===== src/hdl/fp16_add_pkg.sv =====
`default_nettype none

package fp16_add_pkg;

    // ------------------------------------------------------------------
    // binary16 field widths
    // ------------------------------------------------------------------
    localparam int FLOAT_LEN = 16;
    localparam int EXP_LEN   = 5;
    localparam int MANT_LEN  = 10;

    // hidden bit + stored mantissa + five guard/round/sticky places
    localparam int ALIGN_LEN = MANT_LEN + 6;
    // one extra bit to catch the carry of the mantissa add
    localparam int SUM_LEN   = ALIGN_LEN + 1;
    // normalized value drops the hidden bit, keeps the five low places
    localparam int NORM_LEN  = MANT_LEN + 5;

    // ------------------------------------------------------------------
    // constants
    // ------------------------------------------------------------------
    // alignment shift never goes past the aligned width
    localparam int MAX_SHIFT = 15;
    // all-ones exponent, marks NaN and infinity
    localparam int EXP_MAX   = 31;

    // stages between the operand register and the stage 3 register
    localparam int SPECIAL_DELAY = 3;

    // ------------------------------------------------------------------
    // types
    // ------------------------------------------------------------------
    typedef logic [FLOAT_LEN-1:0] fp16_t;
    typedef logic [EXP_LEN-1:0]   exp_t;
    typedef logic [MANT_LEN-1:0]  mant_t;
    typedef logic [ALIGN_LEN-1:0] align_t;
    typedef logic [SUM_LEN-1:0]   sum_t;
    typedef logic [NORM_LEN-1:0]  norm_t;

    // quiet NaN with sign clear and top mantissa bit set
    localparam fp16_t CANON_NAN = 16'h7E00;

endpackage

`default_nettype wire


===== src/hdl/pipe_delay.sv =====
`default_nettype none

module pipe_delay #(
    parameter type payload_t = logic,
    parameter int  DEPTH     = 1
) (
    input  wire      clk,
    input  wire      rst_n,
    input  payload_t din,
    output payload_t dout
);

    // stage 0 is loaded from din, the last stage drives dout
    payload_t stage_q [DEPTH];

    always_ff @(posedge clk or negedge rst_n) begin
        if (!rst_n) begin
            for (int i = 0; i < DEPTH; i++) begin
                stage_q[i] <= '0;
            end
        end else begin
            stage_q[0] <= din;
            for (int i = 1; i < DEPTH; i++) begin
                stage_q[i] <= stage_q[i-1];
            end
        end
    end

    assign dout = stage_q[DEPTH-1];

endmodule

`default_nettype wire


===== src/hdl/fp16_align_add.sv =====
`default_nettype none

module fp16_align_add
    import fp16_add_pkg::*;
(
    input  wire   clk,
    input  wire   rst_n,
    input  fp16_t a_reg,
    input  fp16_t b_reg,
    output logic  sum_sign,
    output exp_t  sum_exp,
    output sum_t  sum_mant
);

    // operand fields
    logic  sign_a, sign_b;
    exp_t  exp_a, exp_b;
    mant_t mant_a, mant_b;

    // compare results and alignment
    logic               a_ge_b, b_ge_a;
    exp_t               exp_diff;
    logic [EXP_LEN-2:0] shift_amt;  // 4 bits hold the clamp of 15
    align_t             pre_a, pre_b;
    align_t             aligned_a, aligned_b;

    // stage 1 registers
    logic   sign_a_q, sign_b_q;
    exp_t   exp_a_q, exp_b_q;
    logic   sign_eq_q, a_ge_b_q, a_larger_q;
    align_t aligned_a_q, aligned_b_q;

    // ------------------------------------------------------------------
    // stage 1: compare, exponent difference, barrel shift
    // ------------------------------------------------------------------
    assign sign_a = a_reg[FLOAT_LEN-1];
    assign sign_b = b_reg[FLOAT_LEN-1];
    assign exp_a  = a_reg[FLOAT_LEN-2 -: EXP_LEN];
    assign exp_b  = b_reg[FLOAT_LEN-2 -: EXP_LEN];
    assign mant_a = a_reg[MANT_LEN-1:0];
    assign mant_b = b_reg[MANT_LEN-1:0];

    assign a_ge_b   = (exp_a >= exp_b);
    assign b_ge_a   = (exp_b >= exp_a);
    assign exp_diff = a_ge_b ? (exp_a - exp_b) : (exp_b - exp_a);
    assign shift_amt = (exp_diff > exp_t'(MAX_SHIFT)) ? (EXP_LEN-1)'(MAX_SHIFT)
                                                     : exp_diff[EXP_LEN-2:0];

    // hidden bit only for a nonzero exponent, subnormals use the raw difference
    assign pre_a = {(exp_a != '0), mant_a, {(ALIGN_LEN-MANT_LEN-1){1'b0}}};
    assign pre_b = {(exp_b != '0), mant_b, {(ALIGN_LEN-MANT_LEN-1){1'b0}}};

    // only the smaller operand moves; equal exponents leave both alone
    assign aligned_a = a_ge_b ? pre_a : (pre_a >> shift_amt);
    assign aligned_b = b_ge_a ? pre_b : (pre_b >> shift_amt);

    always_ff @(posedge clk or negedge rst_n) begin
        if (!rst_n) begin
            sign_a_q    <= 1'b0;
            sign_b_q    <= 1'b0;
            exp_a_q     <= '0;
            exp_b_q     <= '0;
            sign_eq_q   <= 1'b0;
            a_ge_b_q    <= 1'b0;
            a_larger_q  <= 1'b0;
            aligned_a_q <= '0;
            aligned_b_q <= '0;
        end else begin
            sign_a_q    <= sign_a;
            sign_b_q    <= sign_b;
            exp_a_q     <= exp_a;
            exp_b_q     <= exp_b;
            sign_eq_q   <= (sign_a == sign_b);
            a_ge_b_q    <= a_ge_b;
            a_larger_q  <= (aligned_a > aligned_b);
            aligned_a_q <= aligned_a;
            aligned_b_q <= aligned_b;
        end
    end

    // ------------------------------------------------------------------
    // stage 2: sign, larger exponent, add or subtract
    // ------------------------------------------------------------------
    // on a tie in magnitude b's sign wins, so exact cancellation keeps it
    always_ff @(posedge clk or negedge rst_n) begin
        if (!rst_n) begin
            sum_sign <= 1'b0;
            sum_exp  <= '0;
            sum_mant <= '0;
        end else begin
            sum_sign <= (sign_eq_q || a_larger_q) ? sign_a_q : sign_b_q;
            sum_exp  <= a_ge_b_q ? exp_a_q : exp_b_q;
            if (sign_eq_q) begin
                sum_mant <= {1'b0, aligned_a_q} + {1'b0, aligned_b_q};
            end else if (a_larger_q) begin
                sum_mant <= {1'b0, aligned_a_q} - {1'b0, aligned_b_q};
            end else begin
                sum_mant <= {1'b0, aligned_b_q} - {1'b0, aligned_a_q};
            end
        end
    end

endmodule

`default_nettype wire


===== src/hdl/fp16_normalize.sv =====
`default_nettype none

module fp16_normalize
    import fp16_add_pkg::*;
(
    input  wire   clk,
    input  wire   rst_n,
    input  exp_t  sum_exp,
    input  sum_t  sum_mant,
    output exp_t  norm_exp,
    output norm_t norm_mant
);

    // distance of the leading one below the hidden-bit place
    exp_t                      lead_zeros;
    logic                      lead_found;
    sum_t                      shifted;
    logic signed [EXP_LEN+1:0] exp_ext;
    logic signed [EXP_LEN+1:0] exp_adj;
    norm_t                     mant_next;
    exp_t                      exp_next;

    // ------------------------------------------------------------------
    // leading-one detect over bits 15..1
    // ------------------------------------------------------------------
    // a lone one in bit 0 counts as zero, as does an all-zero sum
    always_comb begin
        lead_zeros = '0;
        lead_found = 1'b0;
        for (int i = SUM_LEN - 2; i >= 1; i--) begin
            if (!lead_found && sum_mant[i]) begin
                lead_found = 1'b1;
                lead_zeros = exp_t'(SUM_LEN - 2 - i);
            end
        end
    end

    assign shifted = sum_mant << lead_zeros;
    assign exp_ext = {2'b00, sum_exp};

    // ------------------------------------------------------------------
    // mantissa shift and exponent adjust
    // ------------------------------------------------------------------
    always_comb begin
        if (sum_mant[SUM_LEN-1]) begin
            // carry out of the add, shift right by one
            mant_next = sum_mant[SUM_LEN-2:1];
            exp_adj   = exp_ext + 1;
        end else if (lead_found) begin
            // leading one drops off the top
            mant_next = shifted[NORM_LEN-1:0];
            exp_adj   = exp_ext - $signed({2'b00, lead_zeros});
        end else begin
            mant_next = '0;
            exp_adj   = '0;
        end
    end

    // clamp into 0..31, no subnormal output is formed
    always_comb begin
        if (exp_adj < 0) begin
            exp_next = '0;
        end else if (exp_adj > EXP_MAX) begin
            exp_next = exp_t'(EXP_MAX);
        end else begin
            exp_next = exp_adj[EXP_LEN-1:0];
        end
    end

    // stage 3 register
    always_ff @(posedge clk or negedge rst_n) begin
        if (!rst_n) begin
            norm_exp  <= '0;
            norm_mant <= '0;
        end else begin
            norm_exp  <= exp_next;
            norm_mant <= mant_next;
        end
    end

endmodule

`default_nettype wire


===== src/hdl/fp16_normal_path.sv =====
`default_nettype none

module fp16_normal_path
    import fp16_add_pkg::*;
(
    input  wire   clk,
    input  wire   rst_n,
    input  fp16_t a_reg,
    input  fp16_t b_reg,
    output logic  norm_sign,
    output exp_t  norm_exp,
    output norm_t norm_mant
);

    // stage 2 results handed to the normalizer
    logic sum_sign;
    exp_t sum_exp;
    sum_t sum_mant;

    // stages 1 and 2: align, then add or subtract
    fp16_align_add u_align_add (
        .clk      (clk),
        .rst_n    (rst_n),
        .a_reg    (a_reg),
        .b_reg    (b_reg),
        .sum_sign (sum_sign),
        .sum_exp  (sum_exp),
        .sum_mant (sum_mant)
    );

    // stage 3: leading-one detect and exponent adjust
    fp16_normalize u_normalize (
        .clk       (clk),
        .rst_n     (rst_n),
        .sum_exp   (sum_exp),
        .sum_mant  (sum_mant),
        .norm_exp  (norm_exp),
        .norm_mant (norm_mant)
    );

    // sign takes no part in normalization, it just keeps pace
    always_ff @(posedge clk or negedge rst_n) begin
        if (!rst_n) begin
            norm_sign <= 1'b0;
        end else begin
            norm_sign <= sum_sign;
        end
    end

endmodule

`default_nettype wire


===== src/hdl/fp16_special_path.sv =====
`default_nettype none

module fp16_special_path
    import fp16_add_pkg::*;
(
    input  wire   clk,
    input  wire   rst_n,
    input  fp16_t a_reg,
    input  fp16_t b_reg,
    output logic  special_hit,
    output fp16_t special_word
);

    // classification of the registered operands
    logic  exp_max_a, exp_max_b;
    logic  is_nan_a, is_nan_b;
    logic  is_inf_a, is_inf_b;
    logic  hit;
    fp16_t word;

    assign exp_max_a = (a_reg[FLOAT_LEN-2 -: EXP_LEN] == exp_t'(EXP_MAX));
    assign exp_max_b = (b_reg[FLOAT_LEN-2 -: EXP_LEN] == exp_t'(EXP_MAX));

    assign is_nan_a = exp_max_a && (a_reg[MANT_LEN-1:0] != '0);
    assign is_nan_b = exp_max_b && (b_reg[MANT_LEN-1:0] != '0);
    assign is_inf_a = exp_max_a && (a_reg[MANT_LEN-1:0] == '0);
    assign is_inf_b = exp_max_b && (b_reg[MANT_LEN-1:0] == '0);

    // any all-ones exponent overrides the arithmetic result
    assign hit = exp_max_a || exp_max_b;

    // ------------------------------------------------------------------
    // special result selection
    // ------------------------------------------------------------------
    always_comb begin
        if (is_nan_a || is_nan_b) begin
            word = CANON_NAN;
        end else if (is_inf_a && is_inf_b && (a_reg[FLOAT_LEN-1] != b_reg[FLOAT_LEN-1])) begin
            // +inf plus -inf
            word = CANON_NAN;
        end else if (is_inf_a) begin
            word = a_reg;
        end else if (is_inf_b) begin
            word = b_reg;
        end else begin
            word = '0;
        end
    end

    // ------------------------------------------------------------------
    // delay to line up with the stage 3 register
    // ------------------------------------------------------------------
    pipe_delay #(
        .payload_t (logic),
        .DEPTH     (SPECIAL_DELAY)
    ) u_hit_delay (
        .clk   (clk),
        .rst_n (rst_n),
        .din   (hit),
        .dout  (special_hit)
    );

    pipe_delay #(
        .payload_t (fp16_t),
        .DEPTH     (SPECIAL_DELAY)
    ) u_word_delay (
        .clk   (clk),
        .rst_n (rst_n),
        .din   (word),
        .dout  (special_word)
    );

endmodule

`default_nettype wire


===== src/hdl/fp16_round_select.sv =====
`default_nettype none

module fp16_round_select
    import fp16_add_pkg::*;
(
    input  wire   clk,
    input  wire   rst_n,
    input  logic  norm_sign,
    input  exp_t  norm_exp,
    input  norm_t norm_mant,
    input  logic  special_hit,
    input  fp16_t special_word,
    output fp16_t result
);

    // kept mantissa and the bits below it
    mant_t              mant_main;
    logic               lsb, guard_bit, round_bit, sticky_bit;
    logic               round_up;
    logic [MANT_LEN:0]  mant_round;
    logic [EXP_LEN:0]   exp_tmp;
    exp_t               exp_final;
    mant_t              mant_final;
    fp16_t              normal_word;

    // ------------------------------------------------------------------
    // round to nearest, ties to even
    // ------------------------------------------------------------------
    assign mant_main  = norm_mant[NORM_LEN-1 -: MANT_LEN];
    assign lsb        = norm_mant[NORM_LEN-MANT_LEN];
    assign guard_bit  = norm_mant[NORM_LEN-MANT_LEN-1];
    assign round_bit  = norm_mant[NORM_LEN-MANT_LEN-2];
    // sticky folds the lowest three places
    assign sticky_bit = |norm_mant[NORM_LEN-MANT_LEN-3:0];

    // above half, or exactly half with an odd lsb
    assign round_up = (guard_bit && round_bit)
                   || (guard_bit && !round_bit && sticky_bit)
                   || (lsb && guard_bit && !round_bit && !sticky_bit);

    assign mant_round = {1'b0, mant_main} + (MANT_LEN+1)'(round_up);

    // carry out of the mantissa bumps the exponent
    assign exp_tmp    = mant_round[MANT_LEN] ? ({1'b0, norm_exp} + 1'b1) : {1'b0, norm_exp};
    assign exp_final  = (exp_tmp > EXP_MAX) ? exp_t'(EXP_MAX) : exp_tmp[EXP_LEN-1:0];
    assign mant_final = mant_round[MANT_LEN] ? mant_round[MANT_LEN:1]
                                             : mant_round[MANT_LEN-1:0];

    assign normal_word = {norm_sign, exp_final, mant_final};

    // ------------------------------------------------------------------
    // output register
    // ------------------------------------------------------------------
    // NaN or infinity replaces whatever the arithmetic path produced
    always_ff @(posedge clk or negedge rst_n) begin
        if (!rst_n) begin
            result <= '0;
        end else begin
            result <= special_hit ? special_word : normal_word;
        end
    end

endmodule

`default_nettype wire


===== src/hdl/fp16_add.sv =====
`default_nettype none

module fp16_add
    import fp16_add_pkg::*;
(
    input  wire   clk,
    input  wire   rst_n,
    input  fp16_t a,
    input  fp16_t b,
    output fp16_t result
);

    // operand register, the start of the five cycle pipeline
    fp16_t a_reg;
    fp16_t b_reg;

    // stage 3 outputs of the arithmetic path
    logic  norm_sign;
    exp_t  norm_exp;
    norm_t norm_mant;

    // special result, delayed to meet stage 3
    logic  special_hit;
    fp16_t special_word;

    // ------------------------------------------------------------------
    // operand capture
    // ------------------------------------------------------------------
    always_ff @(posedge clk or negedge rst_n) begin
        if (!rst_n) begin
            a_reg <= '0;
            b_reg <= '0;
        end else begin
            a_reg <= a;
            b_reg <= b;
        end
    end

    // ------------------------------------------------------------------
    // two paths in parallel on the registered operands
    // ------------------------------------------------------------------
    fp16_normal_path u_normal_path (
        .clk       (clk),
        .rst_n     (rst_n),
        .a_reg     (a_reg),
        .b_reg     (b_reg),
        .norm_sign (norm_sign),
        .norm_exp  (norm_exp),
        .norm_mant (norm_mant)
    );

    fp16_special_path u_special_path (
        .clk          (clk),
        .rst_n        (rst_n),
        .a_reg        (a_reg),
        .b_reg        (b_reg),
        .special_hit  (special_hit),
        .special_word (special_word)
    );

    // rounding, selection and output register
    fp16_round_select u_round_select (
        .clk          (clk),
        .rst_n        (rst_n),
        .norm_sign    (norm_sign),
        .norm_exp     (norm_exp),
        .norm_mant    (norm_mant),
        .special_hit  (special_hit),
        .special_word (special_word),
        .result       (result)
    );

endmodule

`default_nettype wire


===== config.mk =====
export PLATFORM = sky130hd
export DESIGN_NAME = fp16_add
export DESIGN_NICKNAME = d
export VERILOG_FILES = /design/src/hdl/fp16_add_pkg.sv /design/src/hdl/pipe_delay.sv /design/src/hdl/fp16_align_add.sv /design/src/hdl/fp16_normalize.sv /design/src/hdl/fp16_normal_path.sv /design/src/hdl/fp16_special_path.sv /design/src/hdl/fp16_round_select.sv /design/src/hdl/fp16_add.sv
export SDC_FILE = /design/constraint.sdc
export NUM_CORES = 1
export LEC_CHECK = 0
export ABC_AREA = 0
export BUFFER_PORTS_ARGS = -buffer_cell sky130_fd_sc_hd__buf_2
export CAP_MARGIN = 20
export CORE_ASPECT_RATIO = 0.5
export CORE_UTILIZATION = 30
export CTS_BUF_LIST = sky130_fd_sc_hd__clkbuf_2
export CTS_CLUSTER_DIAMETER = 40
export DETAILED_ROUTE_END_ITERATION = 8
export GPL_ROUTABILITY_DRIVEN = 0
export PLACE_DENSITY = 0.53
export SYNTH_ARGS = -nofsm -noshare
export SYNTH_HDL_FRONTEND = slang
export SYNTH_SLANG_ARGS = --single-unit
export TNS_END_PERCENT = 20

===== constraint.sdc =====
create_clock -name clk -period 5.2 [get_ports clk]
set_input_delay 0.52 -clock clk [delete_from_list [all_inputs] [get_ports clk]]
set_output_delay 0.52 -clock clk [all_outputs]
set_load 0.03 [all_outputs]

==> results of run 1 <==
==> path summary, 6_finish.rpt <==
kind	to	slack [ns]
min reg2reg	u_special_path.u_word_delay.dout[4]	0.36
max reg2reg	u_normal_path.u_align_add.a_larger_q	0.29
min	a_reg[9]	0.20
max in group asynchronous	u_special_path.u_word_delay.stage_q[36]	3.75
max	u_normal_path.u_align_add.a_larger_q	0.29
min in group clk	b_reg[8]	0.27
==> Yosys cell counts (9+ instances only) <==
cell      instances  area [sq um]
nand2_1          87           327
nand2b_1         11          68.8
nand4_1          10          62.6
ha_1             81          1010
nor3_1           31           155
nor2b_1          22           138
clkbuf_1         37           139
dfrtp_1         190          4750
nor2_1           64           240
o21a_1            9          67.6
o22a_1            9          78.8
a21oi_1          76           380
xnor2_1          18           158
and3_1           12          75.1
mux2_2           11           124
inv_1            77           289
mux2i_1          18           180
o211ai_1         17           128
xor2_1           13           114
a21o_1           10          75.1
nand3_1          53           265
o21ai_0          63           315
a211oi_1         18           135
a31oi_1          26           163
buf_2             9          45.0
==> worst max-delay path: stages (launching register included) <==
cell and delay, ns:
dfrtp_1 0.48, inv_1 0.08, ha_1 0.18, inv_1 0.06, fa_1 0.42, a211oi_2 0.35, nor3_1 0.15, o311ai_4 0.65
nand2_4 0.21, o211ai_1 0.38, a31oi_2 0.23, a211o_1 0.34, ha_1 0.30, o21a_1 0.12, o21a_1 0.17, o21a_1 0.16
o211ai_1 0.17, a21boi_0 0.12, o211ai_1 0.18, a21oi_1 0.08
==> power by group <==
| group | internal [mW] | switching [mW] |
|---|---|---|
| Sequential | 1.79 | 0.331 |
| Combinational | 1.12 | 1.75 |
| Clock | 0.202 | 0.565 |
| Total | 3.11 | 2.64 |
==> area by class of cell <==
type	count	share of cell area
Antenna cell	1	0.000196
Clock buffer	17	0.00665
Clock inverter	14	0.0133
Inverter	79	0.0232
Multi-Input combinational cell	857	0.476
Sequential cell	190	0.371
Tap cell	484	0.0473
Timing Repair Buffer	109	0.0615
==> routing by layer <==
layer | up-vias | part of all wire | global-route usage
li1 | 4431 | - | -
met3 | 95 | 0.075 | 0.0420
met5 | - | 0 | 0
met1 | 4478 | 0.46 | 0.219
met4 | 0 | 0.036 | 0.0637
met2 | 444 | 0.43 | 0.244
==> timing repair <==
item | in CTS | in global routing
hold buffers | 33 | 0
endpoints found under the hold margin | 120 | 0
resized for setup | 0 | 8
setup endpoints to repair | 0 | 1
==> layout by cell type (no fill, tap or decap), types with 8 or more instances in the layout <==
master / n
nand2b_1: 11
xor2_1: 13
ha_1: 81
buf_4: 27
nor2b_1: 22
a21oi_1: 76
a31oi_1: 26
dfrtp_1: 190
o211ai_1: 17
buf_2: 48
nand4_1: 10
o21ai_1: 9
o21a_1: 9
mux2_2: 11
nand2_1: 87
o22a_1: 9
a211oi_1: 18
nor3_1: 31
a21o_1: 10
dlygate4sd3_1: 33
conb_1: 9
and3_1: 12
nand3_1: 52
o21ai_0: 61
clkbuf_2: 17
mux2i_1: 18
nor2_1: 64
xnor2_1: 18
o31ai_1: 8
inv_1: 77
==> cells by family after synthesis <==
family	synth area share
AOI/OAI and AO/OA	0.226
and+or+nand+nor	0.150
DFF	0.420
buffers and inverters	0.0477
adders and majority gates	0.100
muxes	0.0320
xor gates and xnor gates	0.0240
other	0.000331
==> impl_metrics.csv, run 1 <==
group,metric,value,unit
status,status,"finished, final reports clean",
power,leakage,5.64,nW
clock_network,htreeDepth,4,
sta,setup_violations,0,
power,irDropWorstVdd,0.145,mV
global_routing,grt_pass1_vias,9232,
drt,drt_iter0_drc,924,
sta,hold_violations,0,
power,power_density,450,nW/um^2
sta,fmax,204,MHz
die,io_pins,50,
die,die_width,277,microns
clock_network,clkTransAtPathRegs,0.30,ns
sta,drv_slew,0,
sta,relSlewSlack,0.192,
sta,fin_skew,0.0441,ns
drt,ant_nets,0,
die,die_area,38600,sq um
die,core,36500,sq um
setup_path,reg2reg_depth,19,
sta,rsz0062_at_grt,"false",
worst_hold_path,hold_path_class,"in2async",
placement,dpl_worst_slack,0.187,ns
synth,syn_inst,1171,
setup_path,crit_path_max_fanout,13,
setup_path,r2r_start,"a_reg[10]",
placement,dp_cells,1685,
global_routing,grt_use_total,0.161,
global_routing,grt_antenna_before_repair,1,
global_routing,grt_pass1_wl,49900,microns
drt,dr.pass1.iters,5,
clock_network,clockBufferDepth,2,
placement,hpwl,22700,microns
drt,vias,9448,
sta,layout_min_cycle_time,4.91,ns
placement,placed_area,12200,sq um
setup_path,critPathLaunch,"a_reg[10]",
finish,drive_gt1_frac,0.124,
finish,syn_to_final_growth,13.0,%
drt,drt-total-wl,30500,microns
setup_path,startpoint_type,"register",
power,total_power,5.76,mW
die,die_y,139,microns
die,rows,49,
finish,reg_top3,"u_special_path.u_word_delay.stage_q x32, u_normal_path.u_align_add.sum_mant x17",
global_routing,overflow,0,
clock_network,cts_setup_buffers,0,
finish,largest_reg_flops,32,
flow_run,drv_cap,0,
global_routing,grt_max_degree,91,
synth,yosysWarnings,0,
synth,ys.flop_type,"dfrtp_1",
finish,design_area,12800,sq um
finish,fillers,3696,
synth,async_flop_share,1.00,
setup_path,critical_path_class,"reg2reg",
sta,tightest_slew,1.18,ns
drt,vias_per_cell,5.40,
drt,drc,0,
finish,register_area,4750,sq um
placement,io_buffers,49,
sta,hold_slack,0.203,ns
sta,finalCritPeriodShare,0.945,
finish,multi_input_area,6100,sq um
clock_network,cts_tree,"built",
finish,final_cells,1751,
clock_network,clock_sinks,190,
sta,fin_ws,0.286,ns
clock_network,cts_inserted_buffers,17,
drt,wl_per_cell,17.4,microns
die,start_util,0.310,
setup_path,critPathArrivalTime,5.66,ns
synth,synth_edf_count,0,
synth,synth_cell_types,92,
setup_path,cp-end-kind,"register",
synth,ys_seq_elements,190,
finish,utilization,0.350,
synth,ys_seq_area_frac,0.420,
setup_path,cp.required,5.94,ns
sta,setup_tns,0,ns
finish,regMostFlops,"u_special_path.u_word_delay.stage_q",
synth,synth_area_per_cell,9.67,sq um
finish,final_nets,1375,
clock_network,cts-root-buf,"clkbuf_2",
clock_network,clkLatencyLatePin,0.86,ns
synth,netlist_area,11300,sq um
Note: power is estimated with default switching activity, not from simulation.
==> run 2, diff against run 1 <==
--- a/config.mk
+++ b/config.mk
@@ -15,6 +15,7 @@
 export DETAILED_ROUTE_END_ITERATION = 8
 export GPL_ROUTABILITY_DRIVEN = 0
 export PLACE_DENSITY = 0.53
+export SETUP_SLACK_MARGIN = 0.3
 export SYNTH_ARGS = -nofsm -noshare
 export SYNTH_HDL_FRONTEND = slang
 export SYNTH_SLANG_ARGS = --single-unit
==> constraint.sdc (replaced) <==
create_clock -name clk -period 5.2 [get_ports clk]
set_input_delay 0.52 -clock clk [delete_from_list [all_inputs] [get_ports clk]]
set_output_delay 0.52 -clock clk [all_outputs]
set_load 0.05 [all_outputs]
==> impl_metrics.csv, run 2 (synthesis gave the netlist of run 1 again) <==
group,metric,value,unit
finish,regMostFlops,"u_special_path.u_word_delay.stage_q",
drt,drt-total-wl,30900,microns
sta,rsz0062_at_grt,"false",
setup_path,worstPathBufferInverterCount,3,
clock_network,clock_sinks,190,
setup_path,cpMaxStageDelayCell,"a2111o_2",
sta,layout_min_cycle_time,4.83,ns
die,die_area,38600,sq um
sta,relSlewSlack,0.193,
die,start_util,0.310,
finish,reg_top3,"u_special_path.u_word_delay.stage_q x32, u_normal_path.u_align_add.sum_mant x17",
sta,fmax,207,MHz
placement,io_buffers,49,
die,die_y,139,microns
setup_path,crit_path_max_fanout,8,
drt,drt_iter0_drc,966,
finish,syn_to_final_growth,15.0,%
setup_path,critPathArrivalTime,5.58,ns
status,status,"finished, final reports clean",
die,io_pins,50,
setup_path,crit_top_cell,"o21a_1",
sta,drv_slew,0,
worst_hold_path,hold_path_class,"in2async",
global_routing,grt_use_total,0.162,
finish,final_cells,1763,
setup_path,cp.required,5.95,ns
clock_network,clkTransAtPathRegs,0.30,ns
global_routing,grt_antenna_before_repair,1,
power,irDropWorstVdd,0.144,mV
clock_network,clkLatencyLatePin,0.86,ns
clock_network,cts-root-buf,"clkbuf_2",
drt,vias,9486,
sta,tightest_slew,1.18,ns
sta,setup_violations,0,
setup_path,crit_path_max_incr_delay,0.52,ns
global_routing,grt_max_degree,91,
clock_network,cts_inserted_buffers,17,
finish,design_area,13000,sq um
finish,drive_gt1_frac,0.152,
power,power_density,454,nW/um^2
setup_path,critical-path-top-delay-family,"compound AO/OA/AOI/OAI gates",
global_routing,grt_pass1_wl,50300,microns
die,die_width,277,microns
die,core,36500,sq um
sta,fin_ws,0.373,ns
drt,ant_nets,0,
drt,vias_per_cell,5.38,
finish,utilization,0.356,
power,leakage,5.71,nW
sta,fin_skew,0.0385,ns
finish,final_cell_mix,"188 x dfrtp_1, 85 x nand2_1, 78 x ha_1",
drt,drc,0,
sta,hold_slack,0.203,ns
die,rows,49,
power,total_power,5.91,mW
finish,largest_reg_flops,32,
flow_run,drv_cap,0,
finish,final_nets,1387,
placement,dpl_worst_slack,0.187,ns
placement,placed_area,12200,sq um
global_routing,overflow,0,
placement,hpwl,22700,microns
finish,final_common_cell,"dfrtp_1",
placement,dp_cells,1685,
sta,setup_tns,0,ns
setup_path,cp_cell_sequence,"inv_1 > ha_1 > inv_1 > fa_2 > a211oi_4 > o21ai_2 > o211a_4 > a2111o_2 > buf_4 > a31oi_1 > nand3_1 > a21oi_2 > ha_1 > nor2b_1 > o21a_1 > o21a_1 > o21a_1 > o211ai_1 > a21boi_0 > o211ai_1 > a21oi_1",
sta,hold_violations,0,
drt,wl_per_cell,17.6,microns
setup_path,cp-end-kind,"register",
clock_network,clockBufferDepth,2,
drt,dr.pass1.iters,6,
global_routing,grt_pass1_vias,9267,
setup_path,startpoint_type,"register",
setup_path,critical_path_class,"reg2reg",
clock_network,htreeDepth,4,
sta,finalCritPeriodShare,0.928,
clock_network,cts_tree,"built",
-- run 2: changes by cell type in the layout (fill, tap and decap cells not counted), moves of 3 or more --
cell,before,now
nor2_2,1,5
buf_4,27,37
nor2_1,64,60
ha_1,81,78
-- run 2: power by group --
group	leakage (nW)	internal, mW	switching, mW	total, mW
clock	0.150	0.202	0.566	0.768
sequential	2.32	1.79	0.332	2.12
combinational	3.24	1.16	1.86	3.02
-- run 2: area by class of cell --
cell class / instances / area (sq um)
sequential: 190 / 4760
tap: 484 / 606
multi-input combinational: 858 / 6220
timing repair buffer: 120 / 882
clock buffer: 17 / 85.1
clock inverter: 14 / 170
antenna: 1 / 2.50
inverter: 79 / 297
fill: 3685 / 23500
-- run 2: routing by layer --
metal  up-vias  routed length [microns]  track usage  share of wire
met3       107                     2350       0.0416          0.076
met1      4492                    14000        0.220           0.45
met2       428                    13300        0.246           0.43
li1       4459                        -            -              -
met4         0                     1240       0.0661          0.040
met5         -                        0            0              0
-- run 2: what timing repair did --
item | 4_1_cts | 5_1_grt
setup endpoints to repair | 1 | 1
hold buffers | 33 | 0
gates cloned | 1 | 1
gates resized for setup | 2 | 37
hold endpoints to repair | 120 | 0
buffers inserted | 0 | 11
pin swaps | 1 | 11
-- run 2: final timing paths --
kind                                                         start  slack [ns]                                 endpoint  cells after the start
max in group asynchronous                                    rst_n        3.76  u_special_path.u_word_delay.stage_q[36]                      3
hold reg to reg            u_special_path.u_word_delay.stage_q[20]        0.35      u_special_path.u_word_delay.dout[4]                      0
hold / removal                                               rst_n        0.20                                 a_reg[9]                      2
setup / recovery                                         a_reg[10]        0.37     u_normal_path.u_align_add.a_larger_q                     21
min in group clk                                              b[8]        0.26                                 b_reg[8]                      2
setup reg to reg                                         a_reg[10]        0.37     u_normal_path.u_align_add.a_larger_q                     21
